--- config.mk ---
export PLATFORM = sky130hd
export DESIGN_NAME = video_cfg_top
export DESIGN_NICKNAME = d
export VERILOG_FILES = /design/src/source/vcfg_video_pkg.sv /design/src/source/vcfg_io_pkg.sv /design/src/source/video_cfg_top.sv /design/src/source/scaler_window_calc.sv /design/src/source/umuldiv.sv /design/src/source/host_cmd_regs.sv
export VERILOG_INCLUDE_DIRS = /design/src /design/src/source
export SDC_FILE = /design/constraint.sdc
export NUM_CORES = 1
export LEC_CHECK = 0
export ABC_AREA = 1
export BUFFER_PORTS_ARGS = -buffer_cell sky130_fd_sc_hd__buf_4
export CELL_PAD_IN_SITES_DETAIL_PLACEMENT = 0
export CELL_PAD_IN_SITES_GLOBAL_PLACEMENT = 1
export CORE_MARGIN = 2
export CORE_UTILIZATION = 35
export DETAILED_ROUTE_END_ITERATION = 8
export GPL_ROUTABILITY_DRIVEN = 1
export PLACE_DENSITY = 0.76
export SYNTH_ARGS = -nofsm -noshare
export SYNTH_HDL_FRONTEND = slang
export SYNTH_HIERARCHICAL = 1
export SYNTH_SLANG_ARGS = --single-unit
--- constraint.sdc ---
create_clock -name clk_sys -period 6.7 [get_ports clk_sys]
set_input_delay 1.005 -clock clk_sys [delete_from_list [all_inputs] [get_ports clk_sys]]
set_output_delay 1.005 -clock clk_sys [all_outputs]
set_load 0.01 [all_outputs]
--- src/source/vcfg_defines.svh ---
`ifndef VCFG_DEFINES_SVH
`define VCFG_DEFINES_SVH

// Bus and field widths
`define VCFG_IO_W       16
`define VCFG_COORD_W    12
`define VCFG_AR_W       13

// 1920x1080 timing after reset
`define VCFG_DEF_WIDTH  12'd1920
`define VCFG_DEF_HFP    12'd88
`define VCFG_DEF_HS     12'd48
`define VCFG_DEF_HBP    12'd148

`define VCFG_DEF_HEIGHT 12'd1080
`define VCFG_DEF_VFP    12'd4
`define VCFG_DEF_VS     12'd5
`define VCFG_DEF_VBP    12'd36

//////////////////////////////
// Host command codes
//////////////////////////////
`define VCFG_CMD_TIMING 8'h20
`define VCFG_CMD_VSET   8'h27
`define VCFG_CMD_HSET   8'h37
`define VCFG_CMD_ARC    8'h3A

`endif
--- src/source/vcfg_video_pkg.sv ---
`include "vcfg_defines.svh"

package vcfg_video_pkg;

	// Pixel or line count
	typedef logic [`VCFG_COORD_W-1:0] coord_t;

	// Aspect field, top bit means direct size
	typedef logic [`VCFG_AR_W-1:0] ar_t;

	// Sync length with negative polarity in the top bit
	typedef logic [`VCFG_COORD_W:0] sync_len_t;

	// Window calculation loop
	typedef enum logic [2:0] {
		WIN_SELECT  = 3'd0,
		WIN_W_START = 3'd1,
		WIN_W_WAIT  = 3'd2,
		WIN_H_START = 3'd3,
		WIN_H_WAIT  = 3'd4,
		WIN_SPARE   = 3'd5,
		WIN_CLIP    = 3'd6,
		WIN_CENTER  = 3'd7
	} win_state_e;

endpackage

--- src/source/vcfg_io_pkg.sv ---
`include "vcfg_defines.svh"

package vcfg_io_pkg;

	// One word as written by the host
	typedef logic [`VCFG_IO_W-1:0] io_word_t;

	// Commands handled by the register block
	typedef enum logic [7:0] {
		CMD_TIMING = `VCFG_CMD_TIMING,
		CMD_VSET   = `VCFG_CMD_VSET,
		CMD_HSET   = `VCFG_CMD_HSET,
		CMD_ARC    = `VCFG_CMD_ARC
	} io_cmd_e;

	// Data word position inside a frame, saturates at 15
	typedef logic [3:0] word_idx_t;

endpackage

--- src/source/video_cfg_top.sv ---
`timescale 1ns/10ps

module video_cfg_top (
	input  logic                   clk_sys,
	input  logic                   resetd,
	input  logic                   i_io_uio,
	input  logic                   i_io_strobe,
	input  vcfg_io_pkg::io_word_t  i_io_din,
	input  vcfg_video_pkg::ar_t    i_arx,
	input  vcfg_video_pkg::ar_t    i_ary,
	output vcfg_video_pkg::coord_t o_htotal,
	output vcfg_video_pkg::coord_t o_vtotal,
	output logic                   o_hs_neg,
	output logic                   o_vs_neg,
	output vcfg_video_pkg::coord_t o_out_w,
	output vcfg_video_pkg::coord_t o_out_h,
	output vcfg_video_pkg::coord_t o_hmin,
	output vcfg_video_pkg::coord_t o_hmax,
	output vcfg_video_pkg::coord_t o_vmin,
	output vcfg_video_pkg::coord_t o_vmax,
	output logic                   o_win_update
);

	vcfg_video_pkg::coord_t width;
	vcfg_video_pkg::coord_t height;
	vcfg_video_pkg::coord_t vset;
	vcfg_video_pkg::coord_t hset;
	logic                   freescale;
	vcfg_video_pkg::ar_t    arc1x;
	vcfg_video_pkg::ar_t    arc1y;
	vcfg_video_pkg::ar_t    arc2x;
	vcfg_video_pkg::ar_t    arc2y;

	// Host side registers
	host_cmd_regs u_cmd (
		.clk_sys(clk_sys), .resetd(resetd),
		.i_io_uio(i_io_uio), .i_io_strobe(i_io_strobe), .i_io_din(i_io_din),
		.o_width(width), .o_height(height), .o_vset(vset), .o_hset(hset),
		.o_freescale(freescale),
		.o_arc1x(arc1x), .o_arc1y(arc1y), .o_arc2x(arc2x), .o_arc2y(arc2y),
		.o_htotal(o_htotal), .o_vtotal(o_vtotal),
		.o_hs_neg(o_hs_neg), .o_vs_neg(o_vs_neg)
	);

	scaler_window_calc u_win (
		.clk_sys(clk_sys), .resetd(resetd),
		.i_width(width), .i_height(height), .i_vset(vset), .i_hset(hset),
		.i_freescale(freescale), .i_arx(i_arx), .i_ary(i_ary),
		.i_arc1x(arc1x), .i_arc1y(arc1y), .i_arc2x(arc2x), .i_arc2y(arc2y),
		.o_out_w(o_out_w), .o_out_h(o_out_h),
		.o_hmin(o_hmin), .o_hmax(o_hmax), .o_vmin(o_vmin), .o_vmax(o_vmax),
		.o_win_update(o_win_update)
	);

endmodule

--- src/source/scaler_window_calc.sv ---
`timescale 1ns/10ps
`include "vcfg_defines.svh"

module scaler_window_calc (
	input  logic                   clk_sys,
	input  logic                   resetd,
	input  vcfg_video_pkg::coord_t i_width,
	input  vcfg_video_pkg::coord_t i_height,
	input  vcfg_video_pkg::coord_t i_vset,
	input  vcfg_video_pkg::coord_t i_hset,
	input  logic                   i_freescale,
	input  vcfg_video_pkg::ar_t    i_arx,
	input  vcfg_video_pkg::ar_t    i_ary,
	input  vcfg_video_pkg::ar_t    i_arc1x,
	input  vcfg_video_pkg::ar_t    i_arc1y,
	input  vcfg_video_pkg::ar_t    i_arc2x,
	input  vcfg_video_pkg::ar_t    i_arc2y,
	output vcfg_video_pkg::coord_t o_out_w,
	output vcfg_video_pkg::coord_t o_out_h,
	output vcfg_video_pkg::coord_t o_hmin,
	output vcfg_video_pkg::coord_t o_hmax,
	output vcfg_video_pkg::coord_t o_vmin,
	output vcfg_video_pkg::coord_t o_vmax,
	output logic                   o_win_update
);

	vcfg_video_pkg::win_state_e state;
	vcfg_video_pkg::coord_t     arx;
	vcfg_video_pkg::coord_t     ary;
	logic                       direct;
	vcfg_video_pkg::coord_t     w;
	vcfg_video_pkg::coord_t     h;
	vcfg_video_pkg::coord_t     vid_w;
	vcfg_video_pkg::coord_t     vid_h;
	vcfg_video_pkg::coord_t     h_off;
	vcfg_video_pkg::coord_t     v_off;

	logic                       md_start;
	logic                       md_busy;
	vcfg_video_pkg::coord_t     md_mul1;
	vcfg_video_pkg::coord_t     md_mul2;
	vcfg_video_pkg::coord_t     md_div;
	vcfg_video_pkg::coord_t     md_result;

	umuldiv #(.WIDTH(`VCFG_COORD_W)) u_muldiv (
		.clk_sys  (clk_sys),
		.resetd   (resetd),
		.i_start  (md_start),
		.i_mul1   (md_mul1),
		.i_mul2   (md_mul2),
		.i_div    (md_div),
		.o_busy   (md_busy),
		.o_result (md_result)
	);

	//////////////////////////////
	// Output size and ratio pick
	//////////////////////////////
	always_ff @(posedge clk_sys) begin
		if (resetd) begin
			o_out_w <= `VCFG_DEF_WIDTH;
			o_out_h <= `VCFG_DEF_HEIGHT;
			arx     <= '0;
			ary     <= '0;
			direct  <= 1'b0;
		end else begin
			o_out_w <= (i_hset != '0 && i_hset < i_width) ? i_hset : i_width;
			o_out_h <= (i_vset != '0 && i_vset < i_height) ? i_vset : i_height;
			if (i_ary == '0) begin
				// ARX 1 and 2 point at the custom ratios
				if (i_arx == vcfg_video_pkg::ar_t'(1)) begin
					arx    <= i_arc1x[`VCFG_COORD_W-1:0];
					ary    <= i_arc1y[`VCFG_COORD_W-1:0];
					direct <= i_arc1x[`VCFG_AR_W-1] | i_arc1y[`VCFG_AR_W-1];
				end else if (i_arx == vcfg_video_pkg::ar_t'(2)) begin
					arx    <= i_arc2x[`VCFG_COORD_W-1:0];
					ary    <= i_arc2y[`VCFG_COORD_W-1:0];
					direct <= i_arc2x[`VCFG_AR_W-1] | i_arc2y[`VCFG_AR_W-1];
				end else begin
					arx    <= '0;
					ary    <= '0;
					direct <= 1'b0;
				end
			end else begin
				arx    <= i_arx[`VCFG_COORD_W-1:0];
				ary    <= i_ary[`VCFG_COORD_W-1:0];
				direct <= i_arx[`VCFG_AR_W-1] | i_ary[`VCFG_AR_W-1];
			end
		end
	end

	// Centring offsets
	assign h_off = (i_width - vid_w) >> 1;
	assign v_off = (i_height - vid_h) >> 1;

	//////////////////////////////
	// Window loop
	//////////////////////////////
	always_ff @(posedge clk_sys) begin
		if (resetd) begin
			state        <= vcfg_video_pkg::WIN_SELECT;
			md_start     <= 1'b0;
			md_mul1      <= '0;
			md_mul2      <= '0;
			md_div       <= '0;
			w            <= '0;
			h            <= '0;
			vid_w        <= '0;
			vid_h        <= '0;
			o_hmin       <= '0;
			o_hmax       <= '0;
			o_vmin       <= '0;
			o_vmax       <= '0;
			o_win_update <= 1'b0;
		end else begin
			md_start     <= 1'b0;
			o_win_update <= 1'b0;
			case (state)
				vcfg_video_pkg::WIN_SELECT: begin
					if (i_freescale || arx == '0 || ary == '0) begin
						w     <= o_out_w;
						h     <= o_out_h;
						state <= vcfg_video_pkg::WIN_CLIP;
					end else if (direct) begin
						w     <= arx;
						h     <= ary;
						state <= vcfg_video_pkg::WIN_CLIP;
					end else begin
						state <= vcfg_video_pkg::WIN_W_START;
					end
				end
				vcfg_video_pkg::WIN_W_START: begin
					md_mul1  <= o_out_h;
					md_mul2  <= arx;
					md_div   <= ary;
					md_start <= 1'b1;
					state    <= vcfg_video_pkg::WIN_W_WAIT;
				end
				vcfg_video_pkg::WIN_W_WAIT: begin
					// Busy is not up yet in the cycle after start
					if (!(md_start || md_busy)) begin
						w     <= md_result;
						state <= vcfg_video_pkg::WIN_H_START;
					end
				end
				vcfg_video_pkg::WIN_H_START: begin
					md_mul1  <= o_out_w;
					md_mul2  <= ary;
					md_div   <= arx;
					md_start <= 1'b1;
					state    <= vcfg_video_pkg::WIN_H_WAIT;
				end
				vcfg_video_pkg::WIN_H_WAIT: begin
					if (!(md_start || md_busy)) begin
						h     <= md_result;
						state <= vcfg_video_pkg::WIN_SPARE;
					end
				end
				vcfg_video_pkg::WIN_SPARE: begin
					state <= vcfg_video_pkg::WIN_CLIP;
				end
				vcfg_video_pkg::WIN_CLIP: begin
					vid_w <= (w > o_out_w) ? o_out_w : w;
					vid_h <= (h > o_out_h) ? o_out_h : h;
					state <= vcfg_video_pkg::WIN_CENTER;
				end
				vcfg_video_pkg::WIN_CENTER: begin
					o_hmin       <= h_off;
					o_hmax       <= h_off + vid_w - 1'b1;
					o_vmin       <= v_off;
					o_vmax       <= v_off + vid_h - 1'b1;
					o_win_update <= 1'b1;
					state        <= vcfg_video_pkg::WIN_SELECT;
				end
				default: state <= vcfg_video_pkg::WIN_SELECT;
			endcase
		end
	end

endmodule

--- src/source/umuldiv.sv ---
`timescale 1ns/10ps

module umuldiv #(
	parameter int WIDTH = 12
) (
	input  logic             clk_sys,
	input  logic             resetd,
	input  logic             i_start,
	input  logic [WIDTH-1:0] i_mul1,
	input  logic [WIDTH-1:0] i_mul2,
	input  logic [WIDTH-1:0] i_div,
	output logic             o_busy,
	output logic [WIDTH-1:0] o_result
);

	localparam int CNT_W = $clog2(2 * WIDTH);

	logic               div_phase;
	logic [CNT_W-1:0]   cnt;
	logic [2*WIDTH-1:0] acc;
	logic [2*WIDTH-1:0] mcand;
	logic [WIDTH-1:0]   mplier;
	logic [WIDTH-1:0]   divisor;
	logic [WIDTH-1:0]   rem;
	logic [WIDTH:0]     rem_sh;
	logic [WIDTH:0]     diff;

	// Restoring step, top bit of diff is the borrow
	assign rem_sh = {rem, acc[2*WIDTH-1]};
	assign diff   = rem_sh - {1'b0, divisor};

	always_ff @(posedge clk_sys) begin
		if (resetd) begin
			o_busy    <= 1'b0;
			div_phase <= 1'b0;
			cnt       <= '0;
		end else if (!o_busy) begin
			if (i_start) begin
				o_busy    <= 1'b1;
				div_phase <= 1'b0;
				cnt       <= '0;
			end
		end else begin
			cnt <= cnt + 1'b1;
			if (!div_phase && cnt == CNT_W'(WIDTH - 1)) begin
				div_phase <= 1'b1;
				cnt       <= '0;
			end else if (div_phase && cnt == CNT_W'(2 * WIDTH - 1)) begin
				o_busy <= 1'b0;
			end
		end
	end

	// Shift-add product, then the product shifts out as the dividend
	always_ff @(posedge clk_sys) begin
		if (!o_busy) begin
			if (i_start) begin
				acc     <= '0;
				mcand   <= {{WIDTH{1'b0}}, i_mul1};
				mplier  <= i_mul2;
				divisor <= i_div;
				rem     <= '0;
			end
		end else if (!div_phase) begin
			if (mplier[0])
				acc <= acc + mcand;
			mcand  <= mcand << 1;
			mplier <= mplier >> 1;
		end else begin
			rem <= diff[WIDTH] ? rem_sh[WIDTH-1:0] : diff[WIDTH-1:0];
			acc <= {acc[2*WIDTH-2:0], ~diff[WIDTH]};
			if (cnt == CNT_W'(2 * WIDTH - 1))
				o_result <= {acc[WIDTH-2:0], ~diff[WIDTH]};
		end
	end

endmodule

--- src/source/host_cmd_regs.sv ---
`timescale 1ns/10ps
`include "vcfg_defines.svh"

module host_cmd_regs (
	input  logic                   clk_sys,
	input  logic                   resetd,
	input  logic                   i_io_uio,
	input  logic                   i_io_strobe,
	input  vcfg_io_pkg::io_word_t  i_io_din,
	output vcfg_video_pkg::coord_t o_width,
	output vcfg_video_pkg::coord_t o_height,
	output vcfg_video_pkg::coord_t o_vset,
	output vcfg_video_pkg::coord_t o_hset,
	output logic                   o_freescale,
	output vcfg_video_pkg::ar_t    o_arc1x,
	output vcfg_video_pkg::ar_t    o_arc1y,
	output vcfg_video_pkg::ar_t    o_arc2x,
	output vcfg_video_pkg::ar_t    o_arc2y,
	output vcfg_video_pkg::coord_t o_htotal,
	output vcfg_video_pkg::coord_t o_vtotal,
	output logic                   o_hs_neg,
	output logic                   o_vs_neg
);

	logic                      old_strobe;
	logic                      strobe_edge;
	logic                      has_cmd;
	logic [7:0]                cmd;
	vcfg_io_pkg::word_idx_t    cnt;

	vcfg_video_pkg::coord_t    width;
	vcfg_video_pkg::coord_t    hfp;
	vcfg_video_pkg::sync_len_t hs;
	vcfg_video_pkg::coord_t    hbp;
	vcfg_video_pkg::coord_t    height;
	vcfg_video_pkg::coord_t    vfp;
	vcfg_video_pkg::sync_len_t vs;
	vcfg_video_pkg::coord_t    vbp;

	assign strobe_edge = i_io_strobe & ~old_strobe;

	//////////////////////////////
	// Frame decode
	//////////////////////////////
	always_ff @(posedge clk_sys) begin
		if (resetd) begin
			old_strobe <= 1'b0;
			has_cmd    <= 1'b0;
			cmd        <= '0;
			cnt        <= '0;
		end else begin
			old_strobe <= i_io_strobe;
			if (!i_io_uio) begin
				has_cmd <= 1'b0;
				cmd     <= '0;
			end else if (strobe_edge) begin
				if (!has_cmd) begin
					has_cmd <= 1'b1;
					cmd     <= i_io_din[7:0];
					cnt     <= '0;
				end else if (cnt != '1) begin
					cnt <= cnt + 1'b1;
				end
			end
		end
	end

	//////////////////////////////
	// Register writes
	//////////////////////////////
	always_ff @(posedge clk_sys) begin
		if (resetd) begin
			width       <= `VCFG_DEF_WIDTH;
			hfp         <= `VCFG_DEF_HFP;
			hs          <= {1'b0, `VCFG_DEF_HS};
			hbp         <= `VCFG_DEF_HBP;
			height      <= `VCFG_DEF_HEIGHT;
			vfp         <= `VCFG_DEF_VFP;
			vs          <= {1'b0, `VCFG_DEF_VS};
			vbp         <= `VCFG_DEF_VBP;
			o_vset      <= '0;
			o_hset      <= '0;
			o_freescale <= 1'b0;
			o_arc1x     <= '0;
			o_arc1y     <= '0;
			o_arc2x     <= '0;
			o_arc2y     <= '0;
		end else if (i_io_uio && strobe_edge && has_cmd) begin
			case (cmd)
				vcfg_io_pkg::CMD_TIMING: begin
					// Words 8 and up are ignored
					if (!cnt[3]) begin
						case (cnt[2:0])
							3'd0: width  <= i_io_din[11:0];
							3'd1: hfp    <= i_io_din[11:0];
							3'd2: hs     <= {i_io_din[15], i_io_din[11:0]};
							3'd3: hbp    <= i_io_din[11:0];
							3'd4: height <= i_io_din[11:0];
							3'd5: vfp    <= i_io_din[11:0];
							3'd6: vs     <= {i_io_din[15], i_io_din[11:0]};
							3'd7: vbp    <= i_io_din[11:0];
						endcase
					end
				end
				vcfg_io_pkg::CMD_VSET: begin
					if (cnt == '0)
						o_vset <= i_io_din[11:0];
				end
				vcfg_io_pkg::CMD_HSET: begin
					if (cnt == '0) begin
						o_freescale <= i_io_din[15];
						o_hset      <= i_io_din[11:0];
					end
				end
				vcfg_io_pkg::CMD_ARC: begin
					case (cnt)
						4'd0: o_arc1x <= i_io_din[12:0];
						4'd1: o_arc1y <= i_io_din[12:0];
						4'd2: o_arc2x <= i_io_din[12:0];
						4'd3: o_arc2y <= i_io_din[12:0];
						default: ;
					endcase
				end
				default: ;
			endcase
		end
	end

	// Totals follow the registers one cycle later
	always_ff @(posedge clk_sys) begin
		o_htotal <= width + hfp + hbp + hs[11:0];
		o_vtotal <= height + vfp + vbp + vs[11:0];
		o_hs_neg <= hs[12];
		o_vs_neg <= vs[12];
	end

	assign o_width  = width;
	assign o_height = height;

endmodule

==> results of run 1 <==
==> registers in the layout (all words and copies together) (netlist names), 13 cells and up <==
register and flops:
u_cmd/o_arc1x 13, u_win/u_muldiv/acc 24, u_cmd/o_arc2y 13, u_cmd/hs 13
u_win/u_muldiv/mcand 24, u_cmd/o_arc2x 13, u_cmd/o_arc1y 13, u_cmd/vs 13
==> worst max-delay path: cells and delay by family, from the launching register on <==
kind                     cells  cell delay, ps
AO/OA/AOI/OAI                5             910
adder cells (fa/ha/maj)      3            1080
buffers and inverters        3             250
flip-flops                   1             470
AND/OR/NAND/NOR              9            1030
==> stage by stage <==
| stage | cells | utilization [%] | cell area, sq um | total power [W] |
|---|---|---|---|---|
| finish | 5494 | 39.90 | 33920 | 0.01040 |
| global route | 5494 | 39.90 | 33920 | 0.01111 |
| CTS | 5494 | 39.90 | 33920 | 0.01048 |
| detailed placement | 5382 | 37.34 | 31750 | 0.006861 |
| global placement | 5382 | 37.34 | 31750 | 0.006851 |
| floorplan | 4256 | - | 29970 | 0.006090 |
==> final cells by class <==
type	instances	area, sq um
multi-input cells	2837	15290
clock buffers	81	1724
flip-flops and latches	502	11010
fillers	9031	51090
repair buffers	168	1267
inverters	731	2749
clock inverters	31	451.7
well taps	1144	1431
==> cells in the final DEF, fill, tap and decap left out, drive strengths merged, types with 11 or more instances in the layout <==
cell type	netlist	layout
nand2	1108	1108
clkinv	0	11
xor2	30	30
a21oi	280	280
buf	100	167
xnor2	17	17
o21ai	110	110
ha	176	176
nand3	405	405
a31oi	38	38
nand4	129	129
inv	731	737
edfxtp	96	96
dfxtp	406	406
fa	50	50
o211ai	19	19
nor2	388	388
nor3	16	16
clkbuf	86	82
==> worst paths after layout <==
kind / slack, ps / cells after the start / to
min reg2reg: 360 / 0 / u_cmd/o_hs_neg
min: 360 / 0 / u_cmd/o_hs_neg
max: 2890 / 20 / u_win/o_hmax[10]
max reg2reg: 2890 / 20 / u_win/o_hmax[10]
==> synth_stat cells, types with 2 or more instances <==
cell | instances | area, sq um
sky130_fd_sc_hd__buf_4 | 23 | 172.7
sky130_fd_sc_hd__nand4_1 | 127 | 794.5
sky130_fd_sc_hd__nor2_1 | 363 | 1363
sky130_fd_sc_hd__a21oi_2 | 2 | 17.52
sky130_fd_sc_hd__dfxtp_1 | 406 | 8128
sky130_fd_sc_hd__a21o_1 | 10 | 75.07
sky130_fd_sc_hd__nand3_1 | 398 | 1992
sky130_fd_sc_hd__inv_1 | 715 | 2684
sky130_fd_sc_hd__a31oi_1 | 38 | 237.7
sky130_fd_sc_hd__fa_1 | 50 | 1001
sky130_fd_sc_hd__o21bai_1 | 10 | 75.07
sky130_fd_sc_hd__a211oi_1 | 2 | 15.01
sky130_fd_sc_hd__buf_2 | 59 | 295.3
sky130_fd_sc_hd__clkbuf_1 | 86 | 322.8
sky130_fd_sc_hd__o21ai_0 | 77 | 385.4
sky130_fd_sc_hd__or2_1 | 4 | 25.02
sky130_fd_sc_hd__nor2_4 | 7 | 78.83
sky130_fd_sc_hd__nor2_2 | 17 | 106.4
sky130_fd_sc_hd__nand3_2 | 5 | 50.05
sky130_fd_sc_hd__inv_2 | 15 | 56.30
sky130_fd_sc_hd__nand2_4 | 2 | 22.52
sky130_fd_sc_hd__or2_2 | 4 | 25.02
sky130_fd_sc_hd__ha_1 | 176 | 2202
sky130_fd_sc_hd__edfxtp_1 | 96 | 2883
sky130_fd_sc_hd__buf_1 | 6 | 22.52
sky130_fd_sc_hd__nand2_1 | 1088 | 4084
sky130_fd_sc_hd__nand3b_1 | 5 | 37.54
sky130_fd_sc_hd__nor4_1 | 5 | 31.28
sky130_fd_sc_hd__buf_6 | 11 | 123.9
sky130_fd_sc_hd__xnor2_1 | 17 | 148.9
sky130_fd_sc_hd__o21ai_1 | 33 | 165.2
sky130_fd_sc_hd__a21oi_1 | 278 | 1391
sky130_fd_sc_hd__nand2_2 | 18 | 112.6
sky130_fd_sc_hd__a31o_2 | 3 | 26.28
sky130_fd_sc_hd__o21a_1 | 9 | 67.56
sky130_fd_sc_hd__nor3_1 | 14 | 70.07
sky130_fd_sc_hd__o211ai_1 | 19 | 142.6
sky130_fd_sc_hd__xor2_1 | 30 | 262.8
sky130_fd_sc_hd__nand3_4 | 2 | 35.03
sky130_fd_sc_hd__and2_1 | 10 | 62.56
sky130_fd_sc_hd__nor3_2 | 2 | 20.02
==> power breakdown <==
| part | leakage (nW) | switching (W) | internal, W | total, W |
|---|---|---|---|---|
| logic | 10.3 | 0.00210 | 0.00103 | 0.00313 |
| clock network | 1.06 | 0.00142 | 0.00217 | 0.00359 |
| registers | 4.20 | 0.000215 | 0.00347 | 0.00369 |
| total | 15.6 | 0.00373 | 0.00667 | 0.0104 |
==> logic make-up (layout without fill, tap and decap cells) <==
logic type / Yosys count / count (layout) / share of synthesized area, %
AND/OR/NAND/NOR: 2078 / 2078 / 30.07
buffers and inverters: 917 / 1011 / 12.37
flip-flops: 502 / 502 / 36.74
AO/OA/AOI/OAI: 484 / 484 / 8.751
adder cells (fa/ha/maj): 226 / 226 / 10.69
XOR/XNOR: 47 / 47 / 1.374
other: 1 / 2 / 0.01251
==> metal layers <==
metal | vias to the layer above | wire length, um | part of all wire (%) | track usage [%]
met1 | 12400 | 43560 | 46 | 29.40
met2 | 616 | 42740 | 46 | 34.29
met4 | 0 | 2609 | 2.8 | 6.295
met3 | 115 | 4792 | 5.1 | 2.496
met5 | - | 0 | 0 | 0
li1 | 13610 | - | - | -
==> load_flow_metrics.sql, run 1 <==
INSERT INTO impl_metrics (metric_group, metric, value, unit) VALUES
('sta', 'fin_ws', '2889', 'ps'),
('detailed_routing', 'drcViolationCount', '0', ''),
('place', 'place_hpwl', '68790', 'um'),
('place', 'routabilityCongestion', '0.8932', ''),
('sta', 'setup_repair_after_global_routing_missed_its_margin', 'false', ''),
('setup_path', 'worst_setup_path_start_kind', 'flop', ''),
('grt', 'groute.usage.overall', '21.13', '%'),
('floorplanning', 'die-height', '296.6', 'um'),
('synth', 'asyncSetResetFlopFracSynth', '0', '%'),
('setup_path', 'crit_path_start', 'u_cmd/o_width[0]', ''),
('detailed_routing', 'route.detailed.vias_per_inst', '4.866', ''),
('clocking', 'ctsLongestPathBuffers', '3', ''),
('detailed_routing', 'vias', '26730', ''),
('clocking', 'cts_root_buffer', 'sky130_fd_sc_hd__clkbuf_16', ''),
('final_layout', 'layout-drive-gt1-share', '8.391', '%'),
('floorplanning', 'floorplan.initialDensity', '35.25', '%'),
('clocking', 'clk_transition_reported_paths', '60', 'ps'),
('sta', 'finalSetupViolations', '0', ''),
('synth', 'post_synth_inst_count', '4255', ''),
('power_and_ir_drop', 'p_per_area', '306.6', 'nW/um^2'),
('grt', 'grt_pass1_vias', '24900', ''),
('setup_path', 'worst-setup-path-type', 'flop to flop', ''),
('floorplanning', 'die_x', '296.6', 'um'),
('synth', 'synth-seq-area-share', '36.74', '%'),
('clocking', 'later_pin_clock_latency_in_the_skew_report', '650', 'ps'),
('synth', 'synth.distinct_cells', '54', ''),
('floorplanning', 'io-pin-count', '145', ''),
('detailed_routing', 'wl_per_cell', '17.06', 'um'),
('sta', 'finalMaxSlewViolations', '0', ''),
('sta', 'worst_slew_pin_slew', '1268', 'ps'),
('final_layout', 'flow.area_growth_from_synthesis', '13.20', '%'),
('clocking', 'clock-sinks', '502', ''),
('power_and_ir_drop', 'peak_supply_drop', '227.2', 'uV'),
('setup_path', 'worst_r2r_startpoint', 'u_cmd/o_width[0]', ''),
('grt', 'grt_start_max_net_pins', '76', ''),
('clocking', 'cts_setup_buffers', '0', ''),
('synth', 'yosysWarnings', '6', ''),
('synth', 'syn-mean-instance-area', '7.043', 'sq um'),
('detailed_routing', 'drt_first_pass_iters', '8', ''),
('setup_path', 'critical-path-slowest-cell', 'sky130_fd_sc_hd__dfxtp_1', ''),
('place', 'pre_cts_slack', '2891', 'ps'),
('synth', 'synthesis.area', '29970', 'sq um'),
('synth', 'ys_ff_latch', '502', ''),
('setup_path', 'critical_path.endpoint_type', 'flop', ''),
('sta', 'hold-worst-slack', '355.8', 'ps'),
('outcome', 'status', 'complete, no violations', ''),
('sta', 'maxSlewHeadroom', '15.18', '%'),
('worst_hold_path', 'hp-start', 'u_cmd/hs[12]', ''),
('setup_path', 'cp.required', '7240', 'ps'),
('clocking', 'post_cts_resized', '0', ''),
('worst_hold_path', 'hold_path.class', 'flop to flop', ''),
('setup_path', 'cpMostUsedCell', 'sky130_fd_sc_hd__nand2_1', ''),
('detailed_routing', 'wl_final', '93710', 'um'),
('clocking', 'cts_max_level', '2', ''),
('synth', 'synth_edf_count', '96', ''),
('sta', 'clock-skew-final', '23.92', 'ps'),
('floorplanning', 'die_area', '87980', 'sq um'),
('power_and_ir_drop', 'cellLeakagePower', '15.59', 'nW'),
('sta', 'period_minus_slack', '3811', 'ps'),
('detailed_routing', 'drt_iter0_drc', '1982', ''),
('sta', 'fin_tns_setup', '0', 'ps'),
('final_layout', 'n_antenna_cell', '0', ''),
('floorplanning', 'core_rows', '107', ''),
('flow_run', 'timing.max_cap.violations', '0', ''),
('place', 'numPortBuffers', '140', ''),
('synth', 'ys.flop_type', 'sky130_fd_sc_hd__dfxtp_1', ''),
('clocking', 'cts_made_buffers', '59', ''),
('final_layout', 'design.final.nets', '4571', ''),
('clocking', 'cts-hold-fix-buffers', '0', ''),
('setup_path', 'crit_fanout', '5', ''),
('clocking', 'tritoncts', 'built', ''),
('sta', 'report.final.hold_viol_count', '0', ''),
('grt', 'grt_pass1_wl', '144400', 'um'),
('setup_path', 'worst-endpoint-arrival', '4350', 'ps'),
('detailed_routing', 'route.antenna.remaining_nets', '0', ''),
('floorplanning', 'design.core.area', '85010', 'sq um'),
('grt', 'grt_antenna_before_repair', '1', ''),
('setup_path', 'critical_path.cell_chain', 'inv_1 -> nand2_1 -> fa_1 -> nand3_1 -> nand2_1 -> a21oi_2 -> o21ai_0 -> or2_1 -> and2_1 -> ha_1 -> inv_1 -> ha_1 -> a21oi_1 -> o21bai_1 -> a21oi_1 -> nand3_1 -> nand2_1 -> nand3_1 -> nand2_1 -> inv_1', ''),
('sta', 'fin_crit_sh', '56.88', '%'),
('sta', 'fmax', '262.4', 'MHz'),
('setup_path', 'worst_path_largest_cell_delay', '470', 'ps'),
('grt', 'grt-ovfl-total', '0', '');
Note: power is estimated with default switching activity, not from simulation.
==> run 2: changes to the inputs <==
- PLACE_DENSITY: 0.76 -> 0.78
- clock period: 6.7 -> 3.2 ns (I/O delays scaled with it)
==> run 2 against run 1 <==
Compared with the run above:
- combinational power rose by 130%
- clock power rose by 100%
- worst hold slack got worse by 310 ps
- fmax is 25% higher
- critical endpoint unchanged
- clock-buffer cell count grew 6
- setup slack lost 2700 ps
- highest routed layer unchanged
- via count grew 2.5%
- sequential share of layout area shrank 1.1 points
- routed wire length rose by 3.1%
- core utilization rose by 1.4 points
- sequential power up 110%
==> load_flow_metrics.sql, run 2 (synthesis results as in run 1) <==
INSERT INTO impl_metrics (metric_group, metric, value, unit) VALUES
('sta', 'report.final.hold_viol_count', '0', ''),
('final_layout', 'design.final.nets', '4678', ''),
('power_and_ir_drop', 'design_power_total', '0.02202', 'W'),
('sta', 'hold-worst-slack', '48.48', 'ps'),
('grt', 'groute.usage.overall', '21.67', '%'),
('sta', 'fin_crit_sh', '95.33', '%'),
('place', 'numPortBuffers', '140', ''),
('floorplanning', 'design.core.area', '85010', 'sq um'),
('final_layout', 'layout_commonest_cell', 'sky130_fd_sc_hd__nand2_1', ''),
('place', 'routabilityCongestion', '0.9123', ''),
('grt', 'grt_pass1_vias', '25840', ''),
('flow_run', 'timing.max_cap.violations', '0', ''),
('final_layout', 'final_cell_count_no_fill', '5600', ''),
('setup_path', 'worst-setup-path-type', 'flop to flop', ''),
('detailed_routing', 'drcViolationCount', '0', ''),
('setup_path', 'worst_setup_path_start_kind', 'flop', ''),
('clocking', 'cts_max_level', '2', ''),
('grt', 'global_route.usage.met3', '2.690', '%'),
('grt', 'grt_start_max_net_pins', '92', ''),
('floorplanning', 'die-height', '296.6', 'um'),
('sta', 'maxSlewHeadroom', '38.12', '%'),
('place', 'place_hpwl', '71220', 'um'),
('floorplanning', 'die_x', '296.6', 'um'),
('final_layout', 'finish.instance_area', '35150', 'sq um'),
('final_layout', 'n_antenna_cell', '0', ''),
('grt', 'grt_most_used_layer', 'met2', ''),
('detailed_routing', 'route.antenna.remaining_nets', '0', ''),
('power_and_ir_drop', 'cellLeakagePower', '16.14', 'nW'),
('clocking', 'cts_root_buffer', 'sky130_fd_sc_hd__clkbuf_16', ''),
('clocking', 'clock-sinks', '502', ''),
('worst_hold_path', 'hold_path.class', 'input pin to flop', ''),
('outcome', 'status', 'complete, no violations', ''),
('power_and_ir_drop', 'p_per_area', '626.5', 'nW/um^2'),
('clocking', 'cts-hold-fix-buffers', '0', ''),
('detailed_routing', 'route.detailed.vias_per_inst', '4.894', ''),
('final_layout', 'flow.area_growth_from_synthesis', '17.29', '%'),
('clocking', 'tritoncts', 'built', ''),
('power_and_ir_drop', 'peak_supply_drop', '550.4', 'uV'),
('final_layout', 'layout-drive-gt1-share', '12.14', '%'),
('sta', 'setup_repair_after_global_routing_missed_its_margin', 'true', ''),
('grt', 'grt_antenna_before_repair', '4', ''),
('setup_path', 'critical_path.endpoint_type', 'flop', ''),
('clocking', 'later_pin_clock_latency_in_the_skew_report', '680', 'ps'),
('final_layout', 'reg.largest.list', 'u_win/u_muldiv/acc x24, u_win/u_muldiv/mcand x24', ''),
('setup_path', 'crit_fanout', '4', ''),
('sta', 'fmax', '327.8', 'MHz'),
('clocking', 'ctsLongestPathBuffers', '3', ''),
('place', 'placed_cells_incl_taps', '5483', ''),
('detailed_routing', 'vias', '27410', ''),
('sta', 'worst_slew_pin_slew', '927.1', 'ps'),
('sta', 'clock-skew-final', '94.95', 'ps'),
('clocking', 'clk_transition_reported_paths', '70', 'ps'),
('grt', 'grt_pass1_wl', '148300', 'um'),
('grt', 'met1_track_usage_gr', '29.20', '%'),
('floorplanning', 'floorplan.initialDensity', '35.25', '%'),
('grt', 'globalRouteMet2Util', '35.35', '%'),
('grt', 'grt-ovfl-total', '0', ''),
('floorplanning', 'die_area', '87980', 'sq um'),
('floorplanning', 'io-pin-count', '145', ''),
('detailed_routing', 'drt_first_pass_iters', '6', ''),
('sta', 'finalMaxSlewViolations', '0', ''),
('detailed_routing', 'drt_iter0_drc', '2066', ''),
('final_layout', 'leading_cell_types_in_the_layout_fill_and_taps_excluded', 'sky130_fd_sc_hd__nand2_1 (1081), sky130_fd_sc_hd__inv_1 (704), sky130_fd_sc_hd__dfxtp_1 (399), sky130_fd_sc_hd__nand3_1 (394), sky130_fd_sc_hd__nor2_1 (357)', ''),
('detailed_routing', 'wl_per_cell', '17.25', 'um'),
('detailed_routing', 'wl_final', '96580', 'um'),
('sta', 'period_minus_slack', '3051', 'ps'),
('place', 'detailed_place.area', '32580', 'sq um'),
('clocking', 'cts_made_buffers', '58', ''),
('setup_path', 'worst-endpoint-arrival', '3620', 'ps'),
('setup_path', 'cp.required', '3770', 'ps'),
('sta', 'finalSetupViolations', '0', ''),
('floorplanning', 'core_rows', '107', '');
## run 2: worst paths after layout
path / from / end / cells past startpoint / slack (ps)
min: i_io_strobe / u_cmd/old_strobe / 3 / 50
min reg2reg: u_cmd/hs[12] / u_cmd/o_hs_neg / 0 / 360
max reg2reg: u_win/vid_w[1] / u_win/o_hmax[10] / 20 / 150
max: u_win/vid_w[1] / u_win/o_hmax[10] / 20 / 150
## run 2: timing repair
| action | in CTS | in global routing |
|---|---|---|
| pin swaps | 1 | 32 |
| cloned | 0 | 0 |
| endpoints found under the setup margin | 8 | 16 |
| setup buffers | 1 | 6 |
| endpoints found under the hold margin | 0 | 0 |
| gates resized for setup | 12 | 88 |
## run 2: through the flow
step / setup slack, ps / util [%] / setup TNS, ps
2_1_floorplan: 75.12 / - / 0
3_3_place_gp: -75.35 / 38.32 / -175.8
3_5_place_dp: -86.80 / 38.32 / -170.4
4_1_cts: 11.26 / 40.85 / 0
5_1_grt: -112.0 / 41.34 / -225.1
6_report: 149.5 / 41.34 / 0
## run 2: final cells by class
| cell class | instances | area (sq um) |
|---|---|---|
| timing repair buffer | 276 | 2157 |
| sequential | 502 | 11020 |
| multi-input combinational | 2837 | 15690 |
| clock buffer | 87 | 1748 |
| tap | 1144 | 1431 |
| inverter | 731 | 2754 |
| fill | 8847 | 49870 |
| clock inverter | 23 | 351.6 |
## run 2: layer usage
metal  up-vias  share of wire, %
met4         0               3.8
li1      13830                 -
met3       145               5.3
met1     12730                45
met5         -                 0
met2       709                46
## run 2: worst max-delay path, cell delays in order (launching register included)
cell and delay (ps):
sky130_fd_sc_hd__dfxtp_1 320, sky130_fd_sc_hd__inv_1 70, sky130_fd_sc_hd__buf_4 140, sky130_fd_sc_hd__ha_1 170, sky130_fd_sc_hd__a21oi_1 240, sky130_fd_sc_hd__nand2_1 130
sky130_fd_sc_hd__buf_4 160, sky130_fd_sc_hd__nand3_1 60, sky130_fd_sc_hd__nand2_1 60, sky130_fd_sc_hd__xor2_1 160, sky130_fd_sc_hd__ha_1 280, sky130_fd_sc_hd__inv_1 40
sky130_fd_sc_hd__ha_1 310, sky130_fd_sc_hd__buf_4 140, sky130_fd_sc_hd__nand2_1 70, sky130_fd_sc_hd__nor3_2 190, sky130_fd_sc_hd__nand3_1 110, sky130_fd_sc_hd__nand4_1 120
sky130_fd_sc_hd__nand3_2 80, sky130_fd_sc_hd__nand2_2 70, sky130_fd_sc_hd__inv_2 20
## run 2: power by group
group / switching [W] / internal (W) / total [W] / leakage (nW)
Sequential: 0.000410 / 0.00726 / 0.00767 / 4.20
Clock: 0.00292 / 0.00429 / 0.00721 / 1.03
Combinational: 0.00458 / 0.00256 / 0.00714 / 10.9
